<file path="src/reset_gen.sv">
`timescale 1ns/1ns
`default_nettype none

module reset_gen #(
	parameter int RST_HOLD = 16
) (
	input  logic clk_cpu,
	input  logic rst_n_i,
	output logic sys_rst_o
);

	logic [RST_HOLD-1:0] rst_shift;

	// ones loaded while the pin is low, zeros shifted in after release
	always_ff @(posedge clk_cpu or negedge rst_n_i) begin
		if (!rst_n_i) begin
			rst_shift <= '1;
		end else begin
			rst_shift <= {rst_shift[RST_HOLD-2:0], 1'b0};
		end
	end

	// high until the last one has left the shifter
	assign sys_rst_o = rst_shift[RST_HOLD-1];

endmodule

`default_nettype wire

</file>
<file path="config.mk">
export PLATFORM = sky130hd
export DESIGN_NAME = reset_gen
export DESIGN_NICKNAME = d
export VERILOG_FILES = /design/src/reset_gen.sv
export SDC_FILE = /design/constraint.sdc
export NUM_CORES = 1
export LEC_CHECK = 0
export ABC_AREA = 1
export BUFFER_PORTS_ARGS = -buffer_cell sky130_fd_sc_hd__buf_2
export CAP_MARGIN = 20
export CELL_PAD_IN_SITES_DETAIL_PLACEMENT = 1
export CELL_PAD_IN_SITES_GLOBAL_PLACEMENT = 2
export CORE_AREA = 2 2 39 41
export DETAILED_ROUTE_END_ITERATION = 10
export DIE_AREA = 0 0 41 43
export PLACE_DENSITY_LB_ADDON = 0.1
export SLEW_MARGIN = 20
export SYNTH_ARGS = -nofsm -noshare
export SYNTH_HDL_FRONTEND = slang
export SYNTH_SLANG_ARGS = --single-unit
</file>
<file path="constraint.sdc">
create_clock -name clk_cpu -period 2.1 [get_ports clk_cpu]
set_clock_uncertainty 0.15 [all_clocks]
set_input_delay 0.525 -clock clk_cpu [delete_from_list [all_inputs] [get_ports clk_cpu]]
set_output_delay 0.525 -clock clk_cpu [all_outputs]
set_load 0.01 [all_outputs]
</file>
== Yosys cells after proc, flatten, opt, wreduce, memory -nomap -nowiden ==
Cells that the tools add are included.
Widths: inputs -> output; s select.
Word-level totals
  register bits: 16
  input bits: 2
  output and inout bits: 1
  logic and storage cells: 1

== Longest topological paths before layout ==
  word-level depth: 0
  gate-level depth with buffers: 0
  mapped depth without buffers: 0

== Worst setup path after synthesis ==
OpenSTA, ideal clock, no wires.
  kind: flip-flop to output port
  start point: reg rst_shift[15]
  end point: out sys_rst_o
  arrival: 0.520 ns
  required time: 1.425 ns
  slack: 0.905 ns
  stages on the path, launching flop included: 1
  buffers on the path: 0
  cells stage by stage: dfstp_2
RTL lines
  start, declared: line 12  | logic [RST_HOLD-1:0] rst_shift;
  start signal, assigned: line 19  | rst_shift <= {rst_shift[RST_HOLD-2:0], 1'b0};
  end, declared: line 9  | output logic sys_rst_o
No word-level cell between the ends.

== Worst setup path after layout ==
  start point: reg rst_shift[15]
  end point: out sys_rst_o
No word-level cell between the ends.

==> impl_metrics.tcl <==
set metrics [dict create \
    final_common_cell "dfstp_2" \
    cts_setup_buffers 0 \
    setup_viol 0 \
    cp-start-kind "register" \
    fin_crit_ns 1.590 \
    syn_inst 17 \
    clockRootBuffer "clkbuf_4" \
    rsz0062_at_grt "no" \
    peakVddDrop_mv 0.4924 \
    hold_path_class "register to register" \
    syn_area_per_cell_um2 24.95 \
    power_density_nw_per_um2 1097 \
    wirelength_um 403 \
    nets 26 \
    dp_hpwl_um 232.9 \
    synth_compound_area_share_pct 0 \
    cp_num_buf_inv 1 \
    clock.fmax_mhz 629.1 \
    tritoncts "done" \
    yosys_warnings 0 \
    die-area_um2 1763 \
    synth_xor_area_share_pct 0 \
    antenna_left 0 \
    grt_start_max_net_pins 17 \
    grt_pass1_wl_um 807 \
    slowest_stage "dfstp_2" \
    routedWlPerCell_um 10.33 \
    synth_fp_nets 19 \
    n_antenna_cell 0 \
    total_power_mw 0.5379 \
    dr.pass1.iters 1 \
    ys_types 2 \
    finalMaxSlewViolations 0 \
    fp-row-count 14 \
    required_ns 1.42 \
    grt_use_met1_pct 9.574 \
    die_y_um 43 \
    cp_max_fo 1 \
    grt-ovfl-total 0 \
    gp_congestion 0.5244 \
    postCtsHoldBufs 0 \
    grt_usage_pct 7.963 \
    routed-via-count 148 \
    netlist.area_leader.share_pct 99.12 \
    crit_chain "buf_2" \
    synth-seq-area-share_pct 99.12 \
    endpoint_kind "output pin" \
    start_util_pct 30.65 \
    status "finished, final reports clean" \
    vias_per_cell 3.795 \
    port_buffers 2 \
    reg_top3 "rst_shift (16)" \
    crit_path_max_incr_delay_ns 0.52 \
    mostFrequentLayoutCells "16 x dfstp_2, 3 x clkbuf_4, 2 x buf_2" \
    crit_family "flip-flops" \
    area_delta_synth_final_pct 15.63 \
    power.leakage_nw 0.2004 \
    synthSimpleGateAreaFrac_pct 0 \
    ys_ff_latch 16 \
    coreArea_um2 1384 \
    clock_path_buffers 2 \
    grt_antenna_before_repair 0 \
    critical_path_class "register to output pin" \
    n_fill_cell 144 \
    syn-cell-area_um2 424.2 \
    crit_arrival_ns 0.91 \
    drive_gt1_share_pct 95.65 \
    drtIter0Drc 0 \
    grt_use_met3_pct 7.853 \
    synthTopCellsByArea "dfstp_2 99%, conb_1 0.88%" \
    clock_latency_ns 0.28 \
    die_width_um 41 \
    drcViolationCount 0 \
    cts.reportedPaths.clkPinSlew_ns 0.09 \
    cts_sinks 16 \
    finalWorstSetupSlack_ns 0.5105 \
    grt_pass1_vias 176 \
    finalSetupTns_ns 0 \
    top_usage_layer "met1" \
    finalCritPeriodShare_pct 75.69 \
    muxShareOfSynthArea_pct 0 \
    hold_viol 0 \
    grt.met2_usage_pct 8.125 \
    synth_area_leader_cell "dfstp_2" \
    regMostFlops "rst_shift" \
    largest_reg_flops 16 \
    cts_made_buffers 3 \
    cap_viol_max_count 0 \
    synth_adder_area_share_pct 0 \
    h-tree-depth 1 \
    ctsResizeCount 0 \
    dp_slack_ns 0.8138 \
    io-pin-count 3 \
]
## per-stage QoR
step                      utilization (%)  hold WS [ns]  area (µm²)  cells
after detailed placement            32.82        0.1968       454.2     35
after global placement              32.82        0.1966       454.2     35
after CTS                           35.44        0.2002       490.5     39
after floorplan                         -        0.1952       424.2     17
final                               35.44        0.1996       490.5     39
after global routing                35.44        0.2119       490.5     39
## cells in the mapped netlist
master,instances
conb_1,1
dfstp_2,16
## logic make-up (layout without fill, tap and decap cells)
logic type | after synthesis | count (layout)
buf+inv | 0 | 6
other cells | 1 | 1
flops | 16 | 16
## cell type report
cell class	instances	area, µm²	area share, %
clock buffers	4	36.28	7.398
multi-input cells	1	3.754	0.7653
flip-flops and latches	16	420.4	85.71
well taps	16	20.02	4.082
repair buffers	2	10.01	2.041
## per-layer routing
metal	vias up	part of all wire, %
met5	-	0
met4	0	2.5
met3	2	11
met2	6	43
met1	80	43
li1	60	-
## power breakdown
group	internal, mW	switching [mW]
clock	0.105	0.0847
sequential	0.336	0.00463
combinational	0.00134	0.00592
## final timing paths
kind	start	endpoint	slack (ns)	cells past startpoint
hold / removal	rst_shift[3]$_DFF_PN1_	rst_shift[4]$_DFF_PN1_	0.20	0
hold reg to reg	rst_shift[3]$_DFF_PN1_	rst_shift[4]$_DFF_PN1_	0.20	0
min in group asynchronous	rst_n_i	rst_shift[14]$_DFF_PN1_	0.23	1
max in group asynchronous	rst_n_i	rst_shift[1]$_DFF_PN1_	1.54	1
setup / recovery	rst_shift[15]$_DFF_PN1_	sys_rst_o	0.51	1
setup reg to reg	rst_shift[4]$_DFF_PN1_	rst_shift[5]$_DFF_PN1_	1.36	0
(Power assumes the default switching activity.)
