### config.mk
export PLATFORM = sky130hd
export DESIGN_NAME = ir_conv
export DESIGN_NICKNAME = d
export VERILOG_FILES = /design/src/soc_pkg.sv /design/src/ir_conv.sv
export SDC_FILE = /design/constraint.sdc
export NUM_CORES = 1
export LEC_CHECK = 0
export BUFFER_PORTS_ARGS = -buffer_cell sky130_fd_sc_hd__buf_2
export CORE_AREA = 2 2 39 41
export CTS_BUF_LIST = sky130_fd_sc_hd__clkbuf_8
export CTS_CLUSTER_SIZE = 30
export DETAILED_ROUTE_END_ITERATION = 12
export DIE_AREA = 0 0 41 43
export HOLD_SLACK_MARGIN = 0.02
export SYNTH_ARGS = -nofsm -noshare
export SYNTH_HDL_FRONTEND = slang
export SYNTH_SLANG_ARGS = --single-unit
### constraint.sdc
create_clock -name clk_cpu -period 1.6 [get_ports clk_cpu]
set_clock_uncertainty 0.1 [all_clocks]
set_input_delay 0.08 -clock clk_cpu [delete_from_list [all_inputs] [get_ports clk_cpu]]
set_output_delay 0.08 -clock clk_cpu [all_outputs]
set_load 0.05 [all_outputs]
### src/soc_pkg.sv
`default_nettype none

package soc_pkg;

	// bus geometry
	localparam int DATA_W = 32;
	localparam int SEL_W = DATA_W / 8;
	localparam int WADDR_W = 30;

	// address map, compared against the high byte-address bits
	localparam logic [7:0] RAM_PAGE = 8'h00;
	localparam logic [15:0] DEV_PAGE = 16'hFFFF;

	// board register word offsets
	localparam logic [5:0] BOARD_REG_SWITCH = 6'd0;
	localparam logic [5:0] BOARD_REG_LED = 6'd1;
	localparam logic [5:0] BOARD_REG_IRQ = 6'd2;

	localparam int SWITCH_W = 8;
	localparam int BUTTON_W = 4;
	localparam int IRQ_W = 2;

	typedef enum logic [1:0] {
		ARB_IDLE,
		ARB_IBUS,
		ARB_DBUS
	} arb_state_e;

	typedef enum logic [1:0] {
		SLV_RAM,
		SLV_BOARD,
		SLV_NONE
	} slave_e;

endpackage

`default_nettype wire

### src/ir_conv.sv
`timescale 1ns/1ns
`default_nettype none

module ir_conv #(
	parameter int IR_HOLD = 5
) (
	input  logic                      clk_cpu,
	input  logic                      sys_rst_i,
	input  logic [soc_pkg::IRQ_W-1:0] ir_i,
	output logic [soc_pkg::IRQ_W-1:0] ir_o
);
	import soc_pkg::*;

	localparam int CNT_W = $clog2(IR_HOLD + 1);

	logic [CNT_W-1:0] hold_cnt [IRQ_W];

	always_ff @(posedge clk_cpu or posedge sys_rst_i) begin
		if (sys_rst_i) begin
			ir_o <= '0;
			for (int i = 0; i < IRQ_W; i++) begin
				hold_cnt[i] <= '0;
			end
		end else begin
			for (int i = 0; i < IRQ_W; i++) begin
				// reload while the source is active, drain after it falls
				if (ir_i[i]) begin
					hold_cnt[i] <= CNT_W'(IR_HOLD);
				end else if (hold_cnt[i] != '0) begin
					hold_cnt[i] <= hold_cnt[i] - 1'b1;
				end
				ir_o[i] <= ir_i[i] || (hold_cnt[i] != '0);
			end
		end
	end

endmodule

`default_nettype wire

# Word level (Yosys, flattened, before mapping)
# Cells that the tools add are included.
op_classes:
  n_addsub: 2
  reduce_logical: 6
  mux: 4
op_table:
  columns: ["op", "n"]
  rows:
  - ["$mux W3", 4]
  - ["$reduce_bool A3 Y1", 2]
  - ["$sub A3 B1 Y3 const B", 2]
  - ["$reduce_bool A2 Y1", 2]
  - ["$logic_or A1 B1 Y1", 2]
word_totals:
  register_bits: 8
  word_cells: 15
  inputBits: 4

# Longest topological paths before layout
depth:
  ltp_word: 3
  depth_mapped: 4
  depth_no_buf: 4

# Least setup slack after synthesis
# No wires, ideal clock.
synth_path:
  kind: "register to register"
  startpoint: "reg hold_cnt[0] (netlist name)"
  endpoint: "reg hold_cnt[0] (netlist name)"
  setup_ps: 79
  arrival_ps: 958
  path_stages_with_launch: 5
  synth_period_minus_slack_ps: 1137
  slack_ps: 463
  path_cell_list: "dfrtp_1 inv_1 ha_1 nor2b_2 mux2i_1"
synth_between:
  elab_chain_len: 3
synth_lines:
  columns: ["item", "line", "text"]
  rows:
  - ["start: declaration", "ir_conv.sv:16", "logic [CNT_W-1:0] hold_cnt [IRQ_W];"]
  - ["start signal: indexed assignment", "ir_conv.sv:28", "hold_cnt[i] <= CNT_W'(IR_HOLD);"]
  - ["start signal: indexed assignment", "ir_conv.sv:30", "hold_cnt[i] <= hold_cnt[i] - 1'b1;"]
  - ["$sub A3 B1 Y3", "ir_conv.sv:30", null]
  - ["$mux W3", "ir_conv.sv:29", "end else if (hold_cnt[i] != '0) begin"]
  - ["$mux W3", "ir_conv.sv:27", "if (ir_i[i]) begin"]
# Parallel ways exist; a longest one is shown, timed or not. The select of a mux whose other input is x is not followed.
# A chain may end at the register's enable or synchronous reset.

# Worst setup path in the final report
layout_path:
  startpoint: "reg hold_cnt[3] (netlist name)"
  endpoint: "reg hold_cnt[3] (netlist name)"
# Same word-level chain as after synthesis.

==> out/results.ini <==
[run_status]
status=finished clean

[logic_synthesis]
avgSynthCellArea_um2=11.2
ys_seq_elements=8
syn-num-nets=45
synth_cell_types=11
netlist_area_um2=414
yosysSeqAreaShare=0.483
synthCells=37
ys_warn_count=0

[pwr]
p_leak_nw=0.230
ir_drop_mv=0.431
p_per_area_mw_per_mm2=1110

[sta]
hold_violations=0
final-setup-viol-count=0
slew_viol_final=0
rsz0062_at_grt=false
tns_ns=0
worst_pin_slew_ns=0.307
period_share=0.775
fmax_mhz=806
period_needed_ns=1.24
slew_headroom=0.795
worst_slack_ns=0.360

[critical_path]
max_stage_delay_ns=0.39
critical_path_class=flop to flop
start_kind=flop
crit_fanout=3
slowest_stage=dfrtp_1
cp.required_ns=1.65
path_cells=inv_1, ha_1, nor2b_2, mux2i_1
end_kind=flop
worstPathArrival_ns=1.29

[clocking]
cts-root-buf=clkbuf_8
cts_buffers=3
cts_tree=built
h-tree-depth=1
cts.sinks=8
post_cts_resized=0
clkLatencyLatePin_ns=0.23
path_clk_slew_ns=0.04
cts_max_path_buffers=2

[final_layout]
nets=58
syn_to_final_growth_pct=28.1
layout-drive-gt1-share=0.208
diodes=0

[placement]
port_buffers=5
dpl_worst_slack_ns=0.372
place_congestion=0.781

[global_route]
antenna_found_initial=0
grt_overflow=0
grt_pass1_wl_mm=1.06
grtUsageTotal=0.0891
grt_pass1_vias=244
grt_max_degree=9

[hold_path]
holdCritPathClass=primary input to asynchronous set/reset pin

[floorplan]
dieArea_mm2=0.00176
rows=14
initial_utilization=0.299
io_pins=6
coreArea_mm2=0.00138
die_w_um=41
die_h_um=43

[drt]
drtIter0Drc=4
wl_per_cell_um=9.56
first_pass_iters=4
vias=270
drc_errors=0
wl_um=612
ant_nets=0
vias_per_cell=4.22

[flow_run]
maxCapViolCount=0

[sequential cells by signal (all words and copies together) (netlist names)]
name and cells:
ir_o 2, hold_cnt 6
[placed cells by master (no fill, tap or decap)]
cell type	Yosys	routed
a211o_1	2	2
nand4bb_1	2	2
nor2b_2	2	2
buf_2	0	5
nand2b_1	2	2
ha_1	4	4
dlygate4sd3_1	0	3
nor2_1	4	4
nor2b_1	4	4
dfrtp_1	8	8
o31ai_1	2	2
inv_1	5	5
clkbuf_8	0	3
mux2i_1	2	2
[routing by layer]
metal  up-vias  wire length, µm  share of wire  track usage
met4         0               16          0.026       0.0600
met2         6              249           0.41        0.100
met5         -                0              0            0
met3         2               29          0.047       0.0157
li1        145                -              -            -
met1       117              316           0.52        0.145
[worst max-delay path: cells and delay by family (launching register included)]
kind / cells / cell delay [ns]
fa+ha+maj: 1 / 0.18
simple gates: 1 / 0.21
mux: 1 / 0.19
buf+inv: 1 / 0.09
flops: 1 / 0.39
[cell type report]
cell class	instances	area, µm²
fillers	143	853
flip-flops and latches	8	200
multi-input cells	24	195
repair buffers	8	55.1
clock buffers	3	41.3
well taps	16	20.0
inverters	5	18.8
[final timing paths]
path / from / to / slack, ns / cells past startpoint
max reg2reg: hold_cnt[3] / hold_cnt[3] / 0.36 / 4
max in group asynchronous: sys_rst_i / ir_o[1] / 0.93 / 3
min in group clk_cpu: hold_cnt[4] / hold_cnt[4] / 0.45 / 2
min reg2reg: hold_cnt[4] / hold_cnt[4] / 0.45 / 2
min: sys_rst_i / hold_cnt[5] / 0.24 / 3
max: hold_cnt[3] / hold_cnt[3] / 0.36 / 4
[power by group]
group,switching (mW),internal (mW)
Clock,0.0787,0.163
Sequential,0.0164,0.227
Combinational,0.0524,0.0519
Total,0.147,0.442
[kinds of logic after synthesis]
| group | share of synthesized area |
|---|---|
| compound gates | 0.0785 |
| fa+ha+maj | 0.121 |
| buf+inv | 0.0453 |
| flops | 0.483 |
| mux | 0.0483 |
| simple gates | 0.224 |
[Yosys cell counts (all sizes together)]
cell type / number / area [µm²]
a211o: 2 / 17.5
dfrtp: 8 / 200
ha: 4 / 50.1
inv: 5 / 18.8
mux2i: 2 / 20.0
nand2b: 2 / 12.5
nand4bb: 2 / 22.5
nor2: 4 / 15.0
nor2b: 6 / 42.5
o31ai: 2 / 15.0
[metrics by stage]
stage / hold WS (ns) / cell area, µm² / instances / power, mW / utilization
2_1_floorplan: -0.204 / 414 / 37 / 0.321 / -
3_3_place_gp: -0.0640 / 459 / 58 / 0.343 / 0.332
3_5_place_dp: -0.0582 / 459 / 58 / 0.345 / 0.332
4_1_cts: 0.248 / 531 / 64 / 0.597 / 0.383
5_1_grt: 0.274 / 531 / 64 / 0.623 / 0.383
6_report: 0.237 / 531 / 64 / 0.589 / 0.383
[repair_timing]
action,in CTS,in global routing
setup buffers,0,0
hold buffers,3,0
hold endpoints to repair,12,0
No activity file was read; power rests on OpenSTA's default activity.
