### config.mk
export PLATFORM = sky130hd
export DESIGN_NAME = anti_jitter
export DESIGN_NICKNAME = d
export VERILOG_FILES = /design/src/anti_jitter.sv
export SDC_FILE = /design/constraint.sdc
export NUM_CORES = 1
export LEC_CHECK = 0
export ABC_AREA = 1
export BUFFER_PORTS_ARGS = -buffer_cell sky130_fd_sc_hd__buf_4
export CAP_MARGIN = 20
export CORE_ASPECT_RATIO = 0.9
export CORE_MARGIN = 1.5
export CORE_UTILIZATION = 50
export DETAILED_ROUTE_END_ITERATION = 7
export GPL_TIMING_DRIVEN = 0
export HOLD_SLACK_MARGIN = 0.12
export PLACE_DENSITY = 0.67
export RECOVER_POWER = 25
export SETUP_SLACK_MARGIN = 0.3
export SLEW_MARGIN = 10
export SYNTH_ARGS = -nofsm -noshare
export SYNTH_HDL_FRONTEND = slang
export SYNTH_SLANG_ARGS = --single-unit
### constraint.sdc
create_clock -name clk_cpu -period 1.45 [get_ports clk_cpu]
set_input_delay 0.2175 -clock clk_cpu [delete_from_list [all_inputs] [get_ports clk_cpu]]
set_output_delay 0.2175 -clock clk_cpu [all_outputs]
set_load 0.05 [all_outputs]
### src/anti_jitter.sv
`timescale 1ns/1ns
`default_nettype none

module anti_jitter #(
	parameter int WIDTH = 1,
	parameter int DEBOUNCE_MAX = 10000,
	parameter logic [WIDTH-1:0] INIT_VALUE = '0
) (
	input  logic             clk_cpu,
	input  logic             rst_n_i,
	input  logic [WIDTH-1:0] sig_i,
	output logic [WIDTH-1:0] sig_o
);

	localparam int CNT_W = $clog2(DEBOUNCE_MAX + 1);

	logic [WIDTH-1:0] sig_last;
	logic [CNT_W-1:0] stable_cnt [WIDTH];

	always_ff @(posedge clk_cpu or negedge rst_n_i) begin
		if (!rst_n_i) begin
			sig_last <= INIT_VALUE;
			sig_o <= INIT_VALUE;
			for (int i = 0; i < WIDTH; i++) begin
				stable_cnt[i] <= '0;
			end
		end else begin
			sig_last <= sig_i;
			for (int i = 0; i < WIDTH; i++) begin
				// any edge on the raw input restarts this bit's count
				if (sig_i[i] != sig_last[i]) begin
					stable_cnt[i] <= '0;
				end else if (stable_cnt[i] == CNT_W'(DEBOUNCE_MAX)) begin
					sig_o[i] <= sig_i[i];
				end else begin
					stable_cnt[i] <= stable_cnt[i] + 1'b1;
				end
			end
		end
	end

endmodule

`default_nettype wire

==> Word level (Yosys, flattened, before mapping) <==
Cells that the tools add are included.
{ "word_totals": {"input_bits": 3, "word_cells": 11, "out_inout_bits": 1, "ff_bits": 16} }
{ "classes": {"n_addsub": 1, "eq_ne": 3, "n_mux": 2, "bitwise": 1, "n_reduce_logical": 1} }
{ "ops": {"columns": ["cell", "count"], "rows": [
  ["14-bit 2-to-1 mux", 2],
  ["14-bit by 1-bit adder with 14-bit output, second input constant", 1],
  ["14-bit equality test, second input constant", 1],
  ["2-bit inequality test, second input constant", 1],
  ["2-bit AND reduction", 1],
  ["1-bit inequality test", 1],
  ["1-bit inverter", 1]
]} }

==> Logic depth before layout (Yosys ltp) <==
{ "depth": {"ltp_word": 3, "mapped_depth": 8, "mapped_depth_nobuf": 8} }

==> Worst setup path before layout <==
OpenSTA, ideal clock, no wires.
{ "synth_timing": {"kind": "register -> register", "startpoint": "register stable_cnt[0] in the netlist's numbering", "endpoint": "register sig_o", "required_ns": 1.331, "stages_incl_launch_ff": 8, "setup_ns": 0.119, "setup_slack_ns": 0.269, "n_path_buf": 0, "synth_period_minus_slack_ns": 1.181, "arrival_ns": 1.062, "path_cell_list": "dfrtp_1 inv_1 ha_1 nand3_1 nor2_2 nand3_1 nand2_1 nand2_1"} }
{ "synth_via": {"elab_chain_cells": 2} }
{ "synth_rtl": {"columns": ["element", "line_no", "text"], "rows": [
  ["from (decl)", "18", "logic [CNT_W-1:0] stable_cnt [WIDTH];"],
  ["from (signal, indexed assignment)", "36", "stable_cnt[i] <= stable_cnt[i] + 1'b1;"],
  ["14-bit equality test", "33", "end else if (stable_cnt[i] == CNT_W'(DEBOUNCE_MAX)) begin"],
  ["2-bit AND reduction (no source line)", null, null],
  ["to (signal, indexed assignment)", "34", "sig_o[i] <= sig_i[i];"],
  ["to (decl)", "12", "output logic [WIDTH-1:0] sig_o"]
]} }
No other way between the ends.
A chain may end at the register's enable or synchronous reset.

==> Worst setup path after layout <==
{ "layout_timing": {"startpoint": "register stable_cnt[6] in the netlist's numbering", "endpoint": "register sig_o"} }
The elaborated chain is that of the path after synthesis.

==> metrics.md <==
| Metric | Value |
|---|---|
| Switching pwr | 0.000229 W |
| Final ANT Viol Nets | 0 |
| Drt total wl | 2240 um |
| Syn nets | 144 |
| Worst hold path type | in -> async |
| Total number of vias | 897 |
| Die Wd | 49.5 um |
| Int Pwr | 0.000667 W |
| Initial Util | 0.556 |
| Synth unique cells | 17 |
| Crit start category | register |
| Leakage Power | around 0.57 nW |
| Initial antenna violation count | 0 |
| Setup Skew | 2.39 ps |
| Placed Area | 1030 um2 |
| Fmax | 0.806 GHz |
| Post-synthesis cell area | 973 um2 |
| Cells after Synth | 138 |
| Crit Path Category | reg -> reg |
| Largest net degree at the start of global routing | 17 |
| Antenna diodes | 0 |
| Clk pwr share | 0.334 |
| Clock transition at path regs | ~90 ps |
| Fin cells | 176 |
| Hold Slack | 305 ps |
| Minimum clock period after layout | roughly 1200 ps |
| GPL Wtd Cong | 0.835 |
| Row cnt | 14 |
| Clock sinks | 16 |
| Sw Ratio | 0.256 |
| CP Capture Type | register |
| CTS HTree Levels | 1 |
| WP data arrival | between 1000 and 1500 ps |
| Seq/Total Area, Yosys | 0.411 |
| Post-DR vias/cell | 5.10 |
| Maximum clock insertion buffer count | 2 |
| Endpoints failing setup | 0 |
| RSZ-0062 raised after global routing | yes |
| Layout cells sized above 1 | 0.342 |
| First-pass GRT wire length | about 3500 um |
| GR Util All Layers | 0.215 |
| DP Cell Count | 165 |
| Full die area | around 2200 um2 |
| Layout Area Growth over Synthesis | 30.2% |
| Num CTS Buffers | 3 |
| Max Cap Viol | 0 |
| Final period utilization | 0.856 |
| Iteration-0 DRC Markers | 16 |
| Synthesis Warnings | 0 |
| Setup TNS | 0 ps |
| CTS root buf | clkbuf_4 |
| Req. time, crit path | around 1600 ps |
| Peak VDD IR | between 0.6 and 0.7 mV |
| Die span in y | between 40 and 50 um |
| #FFs+latches synth | 16 |
| HPWL after detailed placement | 1420 um |
| Fin area | 1270 um2 |
| Slew Viols, Final | 0 |
| Grt ovf | 0 |
| CTS tree | done |
| Slew @ Worst Pin | around 230 ps |
| Number of port buffers | 3 |
| Fill cells | between 100 and 150 |
| Gate power share | 0.141 |
| # IOs | 4 |
| Pre-antenna DRT Iters | 4 |
| Nets | 159 |
| Max-slew headroom | 0.846 |
| DRC Markers | 0 |
| Worst-skew pair later-pin latency | 290 ps |
| Outcome | finished, final reports clean |
| Pwr/cell area | 707 nW/um2 |
| Core ar. | 1750 um2 |
| Vias in the first global route | 813 |
| Mean Syn Cell Area | approximately 7 um2 |
| Endpoints failing hold | 0 |
| Sequential share of power | 0.525 |
| Crit-path max FO | 4 |
| Wire per inst | 12.7 um |
## synthesized netlist by cell type, drive strengths merged
| library cell | number | area [um2] |
|---|---|---|
| nand2 | 41 | 161 |
| nand4 | 2 | 12.5 |
| o21ai | 1 | 5.00 |
| nor3 | 3 | 15.0 |
| ha | 3 | 37.5 |
| inv | 16 | 60.1 |
| nor2 | 36 | 165 |
| nand3 | 11 | 55.1 |
| buf | 1 | 7.51 |
| a21oi | 4 | 20.0 |
| xor2 | 3 | 26.3 |
| nand3b | 1 | 7.51 |
| dfrtp | 16 | 400 |
## worst paths after layout
path / startpoint / end / slack, ps / cells after the start
setup reg to reg: stable_cnt[6]$_DFFE_PN0P_ / sig_o$_DFFE_PN0P_ / 210 / 6
min in group clk_cpu: sig_i / sig_o$_DFFE_PN0P_ / 310 / 5
max in group asynchronous: rst_n_i / stable_cnt[0]$_DFFE_PN0P_ / 940 / 2
setup / recovery: stable_cnt[6]$_DFFE_PN0P_ / sig_o$_DFFE_PN0P_ / 210 / 6
hold reg to reg: sig_o$_DFFE_PN0P_ / sig_o$_DFFE_PN0P_ / 500 / 2
hold / removal: rst_n_i / stable_cnt[6]$_DFFE_PN0P_ / 310 / 2
## state kept, by name (all words and copies together), names as in the netlist
name and count:
stable_cnt 14, sig_last 1, sig_o 1
## cells in the final DEF (no fill, tap or decap)
| cell | netlist | layout |
|---|---|---|
| a21oi_1 | 4 | 3 |
| a21oi_2 | 0 | 1 |
| buf_4 | 1 | 6 |
| buf_6 | 0 | 3 |
| clkbuf_4 | 0 | 3 |
| clkbuf_8 | 0 | 1 |
| dfrtp_1 | 16 | 11 |
| dfrtp_2 | 0 | 5 |
| dlygate4sd3_1 | 0 | 2 |
| ha_1 | 3 | 1 |
| ha_4 | 0 | 2 |
| inv_1 | 15 | 12 |
| inv_2 | 1 | 4 |
| nand2_1 | 38 | 34 |
| nand2_2 | 3 | 5 |
| nand2_4 | 0 | 2 |
| nand3_1 | 11 | 5 |
| nand3_2 | 0 | 5 |
| nand3_4 | 0 | 1 |
| nand3b_1 | 1 | 1 |
| nand4_1 | 2 | 2 |
| nor2_1 | 30 | 23 |
| nor2_2 | 3 | 7 |
| nor2_4 | 3 | 6 |
| nor3_1 | 3 | 2 |
| nor3_4 | 0 | 1 |
| o21ai_0 | 1 | 1 |
| xor2_1 | 3 | 3 |
## what timing repair did
action | CTS | global route
gates resized for setup | 22 | 17
pin swaps | 7 | 9
setup endpoints to repair | 11 | 14
endpoints found under the hold margin | 17 | 0
hold buffers | 2 | 0
cloned | 0 | 0
buffers inserted | 3 | 2
## layout make-up
| type | count | area (um2) | share of cell area |
|---|---|---|---|
| plain buffers | 1 | 11.3 | 0.00888 |
| clock buffers | 4 | 36.3 | 0.0286 |
| inverters | 16 | 60.1 | 0.0474 |
| multi-input cells | 105 | 636 | 0.501 |
| flip-flops and latches | 16 | 407 | 0.321 |
| well taps | 24 | 30.0 | 0.0237 |
| repair buffers | 10 | 87.6 | 0.0691 |
## power groups by stage
stage,Clock [W],Sequential (W),Combinational [W]
global placement,0,0.000476,0.0000714
floorplan,0,0.000473,0.0000498
CTS,0.000305,0.000470,0.000107
global route,0.000324,0.000472,0.000144
finish,0.000299,0.000471,0.000126
detailed placement,0,0.000476,0.0000719
## cell families (layout without fill, tap and decap cells)
| family | Yosys count | after routing | share of synthesized area |
|---|---|---|---|
| xor gates and xnor gates | 3 | 3 | 0.0270 |
| and+or+nand+nor | 94 | 94 | 0.428 |
| adders and majority gates | 3 | 3 | 0.0386 |
| AOI/OAI and AO/OA | 5 | 5 | 0.0257 |
| buffers and inverters | 17 | 31 | 0.0694 |
| DFF | 16 | 16 | 0.411 |
## worst max-delay path: stages, from the launching register on
cell and delay [ps]:
dfrtp_1 470, nor2_2 160, nand2_1 120, nor2_4 170, nand3_2 100, nand2_1 70, nand2_1 50
## per-layer routing
layer  up-vias  global-route usage  wire length [um]  share of wire
li1        455                   -                 -              -
met1       414               0.248              1020           0.46
met2        20               0.392              1060           0.47
met3         8              0.0662                94          0.042
met4         0              0.0667                66          0.030
met5         -                   0                 0              0
## through the flow
step / power, W / util / setup slack, ps
global placement: 0.000547 / 0.590 / 162
detailed placement: 0.000548 / 0.590 / 158
finish: 0.000896 / 0.724 / 209
global route: 0.000940 / 0.724 / 156
CTS: 0.000882 / 0.677 / 245
floorplan: 0.000523 / - / 304
No activity file was read; power rests on OpenSTA's default activity.
