File: config.mk
export PLATFORM = sky130hd
export DESIGN_NAME = wb_board
export DESIGN_NICKNAME = d
export VERILOG_FILES = /design/src/soc_pkg.sv /design/src/wb_board.sv
export SDC_FILE = /design/constraint.sdc
export NUM_CORES = 1
export LEC_CHECK = 0
export BUFFER_PORTS_ARGS = -buffer_cell sky130_fd_sc_hd__clkbuf_2
export CAP_MARGIN = 25
export CELL_PAD_IN_SITES_DETAIL_PLACEMENT = 0
export CELL_PAD_IN_SITES_GLOBAL_PLACEMENT = 1
export CORE_ASPECT_RATIO = 0.6
export CORE_MARGIN = 2
export CORE_UTILIZATION = 33
export DETAILED_ROUTE_END_ITERATION = 10
export PLACE_DENSITY_LB_ADDON = 0.1
export SLEW_MARGIN = 20
export SYNTH_ARGS = -nofsm -noshare
export SYNTH_HDL_FRONTEND = slang
export SYNTH_SLANG_ARGS = --single-unit
File: constraint.sdc
create_clock -name clk_cpu -period 3.6 [get_ports clk_cpu]
set_input_delay 0.18 -clock clk_cpu [delete_from_list [all_inputs] [get_ports clk_cpu]]
set_output_delay 0.18 -clock clk_cpu [all_outputs]
set_load 0.01 [all_outputs]
File: src/soc_pkg.sv
`default_nettype none

package soc_pkg;

	// bus geometry
	localparam int DATA_W = 32;
	localparam int SEL_W = DATA_W / 8;
	localparam int WADDR_W = 30;

	// address map, compared against the high byte-address bits
	localparam logic [7:0] RAM_PAGE = 8'h00;
	localparam logic [15:0] DEV_PAGE = 16'hFFFF;

	// board register word offsets
	localparam logic [5:0] BOARD_REG_SWITCH = 6'd0;
	localparam logic [5:0] BOARD_REG_LED = 6'd1;
	localparam logic [5:0] BOARD_REG_IRQ = 6'd2;

	localparam int SWITCH_W = 8;
	localparam int BUTTON_W = 4;
	localparam int IRQ_W = 2;

	typedef enum logic [1:0] {
		ARB_IDLE,
		ARB_IBUS,
		ARB_DBUS
	} arb_state_e;

	typedef enum logic [1:0] {
		SLV_RAM,
		SLV_BOARD,
		SLV_NONE
	} slave_e;

endpackage

`default_nettype wire

File: src/wb_board.sv
`timescale 1ns/1ns
`default_nettype none

module wb_board (
	input  logic                         clk_cpu,
	input  logic                         sys_rst_i,
	input  logic                         stb_i,
	input  logic                         we_i,
	input  logic [5:0]                   addr_i,
	input  logic [soc_pkg::SEL_W-1:0]    sel_i,
	input  logic [soc_pkg::DATA_W-1:0]   wdata_i,
	output logic [soc_pkg::DATA_W-1:0]   rdata_o,
	output logic                         ack_o,
	input  logic [soc_pkg::SWITCH_W-1:0] switch_i,
	input  logic [soc_pkg::BUTTON_W-1:0] button_i,
	output logic [soc_pkg::SWITCH_W-1:0] led_o,
	output logic [soc_pkg::IRQ_W-1:0]    irq_o
);
	import soc_pkg::*;

	logic                served;
	logic                wr_en;
	logic [SWITCH_W-1:0] sw_q;
	logic [BUTTON_W-1:0] btn_q;
	logic [IRQ_W-1:0]    irq_status;
	logic [IRQ_W-1:0]    irq_set;
	logic [IRQ_W-1:0]    irq_clr;

	// write once, in the cycle the strobe is first seen
	assign wr_en = stb_i && we_i && !ack_o && !served;

	// bit 1 switch change, bit 0 button press
	assign irq_set = {|(switch_i ^ sw_q), |(button_i & ~btn_q)};
	assign irq_clr = (wr_en && addr_i == BOARD_REG_IRQ && sel_i[0]) ?
		wdata_i[IRQ_W-1:0] : '0;

	assign irq_o = irq_status;

	always_ff @(posedge clk_cpu or posedge sys_rst_i) begin
		if (sys_rst_i) begin
			ack_o <= 1'b0;
			served <= 1'b0;
			sw_q <= '0;
			btn_q <= '0;
			led_o <= '0;
			irq_status <= '0;
		end else begin
			ack_o <= stb_i && !ack_o && !served;
			served <= stb_i && (served || ack_o);
			sw_q <= switch_i;
			btn_q <= button_i;
			if (wr_en && addr_i == BOARD_REG_LED && sel_i[0]) begin
				led_o <= wdata_i[SWITCH_W-1:0];
			end
			// a new event wins over a clear in the same cycle
			irq_status <= (irq_status & ~irq_clr) | irq_set;
		end
	end

	always_ff @(posedge clk_cpu) begin
		if (stb_i) begin
			case (addr_i)
				BOARD_REG_SWITCH: rdata_o <= DATA_W'({button_i, switch_i});
				BOARD_REG_LED:    rdata_o <= DATA_W'(led_o);
				BOARD_REG_IRQ:    rdata_o <= DATA_W'(irq_status);
				default:          rdata_o <= '0;
			endcase
		end
	end

endmodule

`default_nettype wire

# Yosys cells after proc, flatten, opt, wreduce, memory -nomap -nowiden
# Index checks and enable logic that the tools add are counted.
[totals]
input_bits = 58
regBits = 56
[op_classes]
eq_ne = 2
n_mux = 2
reduce_logical = 16
bitwise_logic = 6
[op_table]
columns = ["op", "count"]
rows = [
  ["12-bit one-hot mux with 3 select lines", 1],
  ["1-bit logical AND", 10],
  ["8-bit OR reduction", 1],
  ["8-bit bitwise XOR", 1],
  ["6-bit by 1-bit == test with 1-bit output, second input constant", 1],
  ["6-bit by 2-bit == test with 1-bit output, second input constant", 1],
  ["6-bit logical NOT", 1],
  ["4-bit bitwise AND", 1],
  ["4-bit inverter", 1],
  ["4-bit OR reduction", 1],
  ["2-bit bitwise AND", 1],
  ["1-bit logical NOT", 2],
  ["2-bit 2-to-1 mux", 1],
  ["2-bit inverter", 1],
  ["2-bit OR", 1],
  ["1-bit logical OR", 1],
]

# Depth between registers and ports, before layout
[depth]
depth_word = 9
depth_mapped = 4
ltp_nobuf = 3

# Least setup slack after synthesis
# Ideal clock, no wire load.
[synth_timing]
path_kind = "reg2reg"
startpoint = "register ack_o"
endpoint = "register led_o[0] (netlist name)"
period_less_slack_ns = 1.858
setup_time_ns = 0.125
n_path_buf = 0
required_ns = 3.475
path_stages_with_launch = 4
t_arrival_ns = 1.734
path_slack_ns = 1.742
cell_sequence = "dfrtp_1 -> or3b_2 -> nor4_4 -> mux2_2"
[synth_via]
elab_chain_cells = 5
[synth_lines]
columns = ["item", "line", "text"]
rows = [
  ["from (decl)", "wb_board.sv:13", "output logic ack_o,"],
  ["from (signal assigned)", "wb_board.sv:48", "ack_o <= stb_i && !ack_o && !served;"],
  ["1-bit logical NOT", "wb_board.sv:30", "assign wr_en = stb_i && we_i && !ack_o && !served;"],
  ["1-bit logical AND (2 in series)", "wb_board.sv:30", ""],
  ["1-bit logical AND (2 in series)", "wb_board.sv:52", "if (wr_en && addr_i == BOARD_REG_LED && sel_i[0]) begin"],
  ["to (signal assigned)", "wb_board.sv:53", "led_o <= wdata_i[SWITCH_W-1:0];"],
  ["to (decl)", "wb_board.sv:16", "output logic [soc_pkg::SWITCH_W-1:0] led_o,"],
]
# No other way between the ends.
# A chain may end at the register's enable or synchronous reset.

# Worst setup path in the final report
# Same ends and word-level chain as after synthesis.

==> metrics.txt <==
# TYPE chip_impl_metric gauge
chip_impl_metric{name="syn-mean-instance-area",unit="um2"} 13.57
chip_impl_metric{name="synth_edf_count",unit=""} 12
chip_impl_metric{name="die-width",unit="um"} 93.55
chip_impl_metric{name="vdd_drop_max",unit="mV"} 0.1335
chip_impl_metric{name="drt-total-wl",unit="mm"} 3.170
chip_impl_metric{name="seq_power_share",unit="%"} 56.0
chip_impl_metric{name="power_frac_comb",unit="%"} 10.6
chip_impl_info{name="setup_repair_after_global_routing_missed_its_margin",value="no"} 1
chip_impl_metric{name="synth_cell_types",unit=""} 28
chip_impl_metric{name="drive_gt1_share",unit="%"} 41.81
chip_impl_metric{name="floorplan.die_area",unit="mm2"} 0.005401
chip_impl_metric{name="cts_buffers",unit=""} 5
chip_impl_metric{name="htree_num_levels",unit=""} 2
chip_impl_metric{name="worst_skew_pair.late_latency",unit="ps"} 280
chip_impl_metric{name="clock_share_of_power",unit="%"} 33.4
chip_impl_metric{name="port-buffer-count",unit=""} 53
chip_impl_info{name="critical_path.endpoint_type",value="flop"} 1
chip_impl_metric{name="power_density",unit="mW/mm2"} 412.8
chip_impl_metric{name="place.gp.congestion",unit=""} 0.7113
chip_impl_metric{name="start_util",unit="%"} 34.43
chip_impl_metric{name="finalClockSkew",unit="ps"} 5.110
chip_impl_info{name="synth_ff_type",value="sky130_fd_sc_hd__dfrtp_1"} 1
chip_impl_metric{name="maximum_number_of_pins_on_one_net_before_global_route_repair",unit=""} 25
chip_impl_metric{name="chipHeight",unit="um"} 57.73
chip_impl_info{name="min_path_type",value="input pin to flop"} 1
chip_impl_metric{name="core_area",unit="mm2"} 0.004612
chip_impl_metric{name="total_switching_power",unit="mW"} 0.1905
chip_impl_metric{name="grt_remaining_overflow",unit=""} 0
chip_impl_metric{name="setup_viol",unit=""} 0
chip_impl_metric{name="sw_ratio",unit="%"} 23.74
chip_impl_metric{name="total_number_of_nets_in_the_final_design",unit=""} 234
chip_impl_metric{name="wire_length_of_the_first_global_routing_pass",unit="mm"} 5.175
chip_impl_metric{name="synth-seq-area-share",unit="%"} 60.52
chip_impl_info{name="r2r_start",value="ack_o"} 1
chip_impl_info{name="worstHoldStart",value="button_i[3]"} 1
chip_impl_metric{name="wire_per_inst",unit="um"} 13.21
chip_impl_metric{name="fin_crit",unit="ps"} 2079
chip_impl_metric{name="clk_pin_slew",unit="ps"} 70
chip_impl_metric{name="timing.final.max_slew_violations",unit=""} 0
chip_impl_metric{name="io_pins",unit=""} 101
chip_impl_metric{name="drv_cap",unit=""} 0
chip_impl_metric{name="synth.top_cell.area_share",unit="%"} 37.83
chip_impl_info{name="netlist.top_cell.by_area",value="sky130_fd_sc_hd__dfrtp_1"} 1
chip_impl_metric{name="crit_arrival",unit="ps"} 2240
chip_impl_metric{name="ys_ff_latch",unit=""} 36
chip_impl_metric{name="cts_hold_buffers",unit=""} 0
chip_impl_metric{name="clock.fmax",unit="MHz"} 481.0
chip_impl_info{name="timing_worst_setup_path_type",value="flop to flop"} 1
chip_impl_info{name="run_status",value="finished, final reports clean"} 1
chip_impl_info{name="crit_path_start_kind",value="flop"} 1
chip_impl_metric{name="antenna_violating_nets_post_route",unit=""} 0
chip_impl_metric{name="post-cts-setup-buffers",unit=""} 0
chip_impl_metric{name="dp_hpwl",unit="mm"} 2.374
chip_impl_metric{name="placement_rows",unit=""} 19
chip_impl_metric{name="area_growth",unit="%"} 22.46
chip_impl_metric{name="post_cts_resize_count",unit=""} 0
chip_impl_metric{name="fillers",unit=""} 456
chip_impl_info{name="yosys-top-cells-area",value="sky130_fd_sc_hd__dfrtp_1 38%, sky130_fd_sc_hd__edfxtp_1 23%, sky130_fd_sc_hd__buf_4 9.5%"} 1
chip_impl_metric{name="grt_pass1_vias",unit=""} 1009
chip_impl_info{name="crit_path_start",value="ack_o"} 1
chip_impl_metric{name="max_slew_margin",unit="%"} 51.74
chip_impl_metric{name="clk_path_buf_depth",unit=""} 2
chip_impl_metric{name="measured_slew_at_the_worst_slew_check_pin",unit="ps"} 720.0
chip_impl_metric{name="p_leak",unit="nW"} 0.9400
chip_impl_metric{name="finalSetupTns",unit="ps"} 0
chip_impl_metric{name="required",unit="ps"} 3760
chip_impl_metric{name="netlist_area",unit="mm2"} 0.001588
chip_impl_metric{name="design_internal_power",unit="mW"} 0.6122
chip_impl_metric{name="ys_warn_count",unit=""} 0
chip_impl_metric{name="design_power_total",unit="mW"} 0.8027
chip_impl_metric{name="remaining_drc_errors",unit=""} 0
chip_impl_metric{name="n_antenna_cell",unit=""} 0
chip_impl_metric{name="postLayoutCoreUtil",unit="%"} 42.16
chip_impl_metric{name="hold_viol",unit=""} 0
chip_impl_metric{name="numClockSinks",unit=""} 36
chip_impl_info{name="tritoncts_clock_tree",value="yes"} 1
chip_impl_metric{name="fin_crit_sh",unit="%"} 57.75
chip_impl_metric{name="hold_slack",unit="ps"} 35.72
chip_impl_metric{name="post_synth_inst_count",unit=""} 117
chip_impl_metric{name="number_of_antenna_violations_at_the_first_check_in_global_routing",unit=""} 0
chip_impl_metric{name="route.vias.total",unit=""} 999
chip_impl_metric{name="drt-pass1-iter-count",unit=""} 4
chip_impl_metric{name="critical_path.max_fanout",unit=""} 8
chip_impl_metric{name="grt.total_usage",unit="%"} 12.93
chip_impl_metric{name="vias_per_cell",unit=""} 4.163
chip_impl_metric{name="drt_iter0_markers",unit=""} 13
chip_impl_info{name="cts-root-buf",value="sky130_fd_sc_hd__clkbuf_8"} 1
chip_impl_metric{name="async_flop_share",unit="%"} 66.67
==> flip-flops by register name, indices dropped and copies added (netlist names) <==
register  flops
irq_o         2
served        1
ack_o         1
rdata_o      12
led_o         8
sw_q          8
btn_q         4
==> per-stage QoR <==
step | setup slack, ps | area [um2] | instances
2_1_floorplan | 1742 | 1659 | 136
3_3_place_gp | 1378 | 1838 | 230
3_5_place_dp | 1349 | 1838 | 230
4_1_cts | 1501 | 1919 | 238
5_1_grt | 1415 | 1944 | 240
6_report | 1521 | 1944 | 240
==> power by group through the flow <==
stage	clock network (mW)	logic (mW)	registers, mW
5_1_grt	0.302	0.0955	0.452
6_report	0.268	0.0852	0.450
4_1_cts	0.281	0.0841	0.450
2_1_floorplan	0	0.0530	0.463
3_5_place_dp	0	0.0838	0.458
3_3_place_gp	0	0.0827	0.457
==> cell usage after synthesis (2+ instances only) <==
cell and instances:
sky130_fd_sc_hd__mux2i_1 2, sky130_fd_sc_hd__nor2b_1 2, sky130_fd_sc_hd__nand2_1 3, sky130_fd_sc_hd__mux2_2 8, sky130_fd_sc_hd__edfxtp_1 12, sky130_fd_sc_hd__and2_1 4
sky130_fd_sc_hd__o41ai_1 2, sky130_fd_sc_hd__or2_2 2, sky130_fd_sc_hd__nand3b_1 2, sky130_fd_sc_hd__xor2_1 8, sky130_fd_sc_hd__a21oi_1 3, sky130_fd_sc_hd__a22o_1 6
sky130_fd_sc_hd__dfrtp_1 24, sky130_fd_sc_hd__buf_4 20, sky130_fd_sc_hd__nor4_1 2, sky130_fd_sc_hd__inv_1 3, sky130_fd_sc_hd__nand2b_1 3
==> worst paths after layout <==
check,to,slack [ps],cells past startpoint
max reg2reg,led_o[0],1520,3
min reg2reg,served,480,1
min in group asynchronous,led_o[4],350,3
max,led_o[0],1520,3
max in group asynchronous,irq_o[1],2840,4
min,btn_q[3],40,1
==> per-layer routing <==
metal,part of all wire [%],wire [um],GRT usage (%),vias to the layer above
met5,0,0,0,-
met1,51,1604,18.94,467
met3,8.1,258,4.811,2
met4,0.76,24,5.590,0
li1,-,-,-,489
met2,40,1282,17.06,41
==> cells by family after synthesis <==
family                    synth area share (%)
xor gates and xnor gates                 4.413
and+or+nand+nor                          10.95
buffers and inverters                    11.11
AOI/OAI and AO/OA                        5.831
DFF                                      60.52
other                                   0.2362
muxes                                    6.935
==> area by class of cell <==
class | count | area, um2 | area share [%]
inverters | 3 | 11.26 | 0.5792
multi-input cells | 75 | 521.8 | 26.83
well taps | 63 | 78.83 | 4.054
clock inverters | 1 | 5.005 | 0.2574
clock buffers | 7 | 76.32 | 3.925
repair buffers | 55 | 290.3 | 14.93
flip-flops and latches | 36 | 960.9 | 49.42
==> worst max-delay path, stage by stage, from the launching register on <==
cell                      delay [ps]
sky130_fd_sc_hd__dfrtp_1         400
sky130_fd_sc_hd__or3b_2          540
sky130_fd_sc_hd__nor4_4          620
sky130_fd_sc_hd__mux2_2          410
==> cell usage in the layout (no fill, tap or decap), drive strengths merged <==
| cell | netlist | routed |
|---|---|---|
| a22o | 6 | 6 |
| nor3 | 1 | 1 |
| mux2 | 8 | 8 |
| xor2 | 8 | 8 |
| nand3 | 1 | 1 |
| buf | 21 | 1 |
| or2 | 2 | 2 |
| nand2 | 3 | 3 |
| a21oi | 3 | 3 |
| inv | 3 | 3 |
| conb | 1 | 20 |
| nand4 | 1 | 1 |
| o21a | 1 | 1 |
| mux2i | 2 | 2 |
| edfxtp | 12 | 12 |
| or3b | 1 | 1 |
| or4 | 1 | 1 |
| dlygate4sd3 | 0 | 1 |
| clkinv | 0 | 1 |
| nand3b | 2 | 2 |
| o41ai | 2 | 2 |
| clkbuf | 1 | 60 |
| nand2b | 3 | 3 |
| nor4 | 3 | 3 |
| and2 | 4 | 4 |
| nor2 | 1 | 1 |
| dfrtp | 24 | 24 |
| nor2b | 2 | 2 |
(Power assumes the default switching activity.)
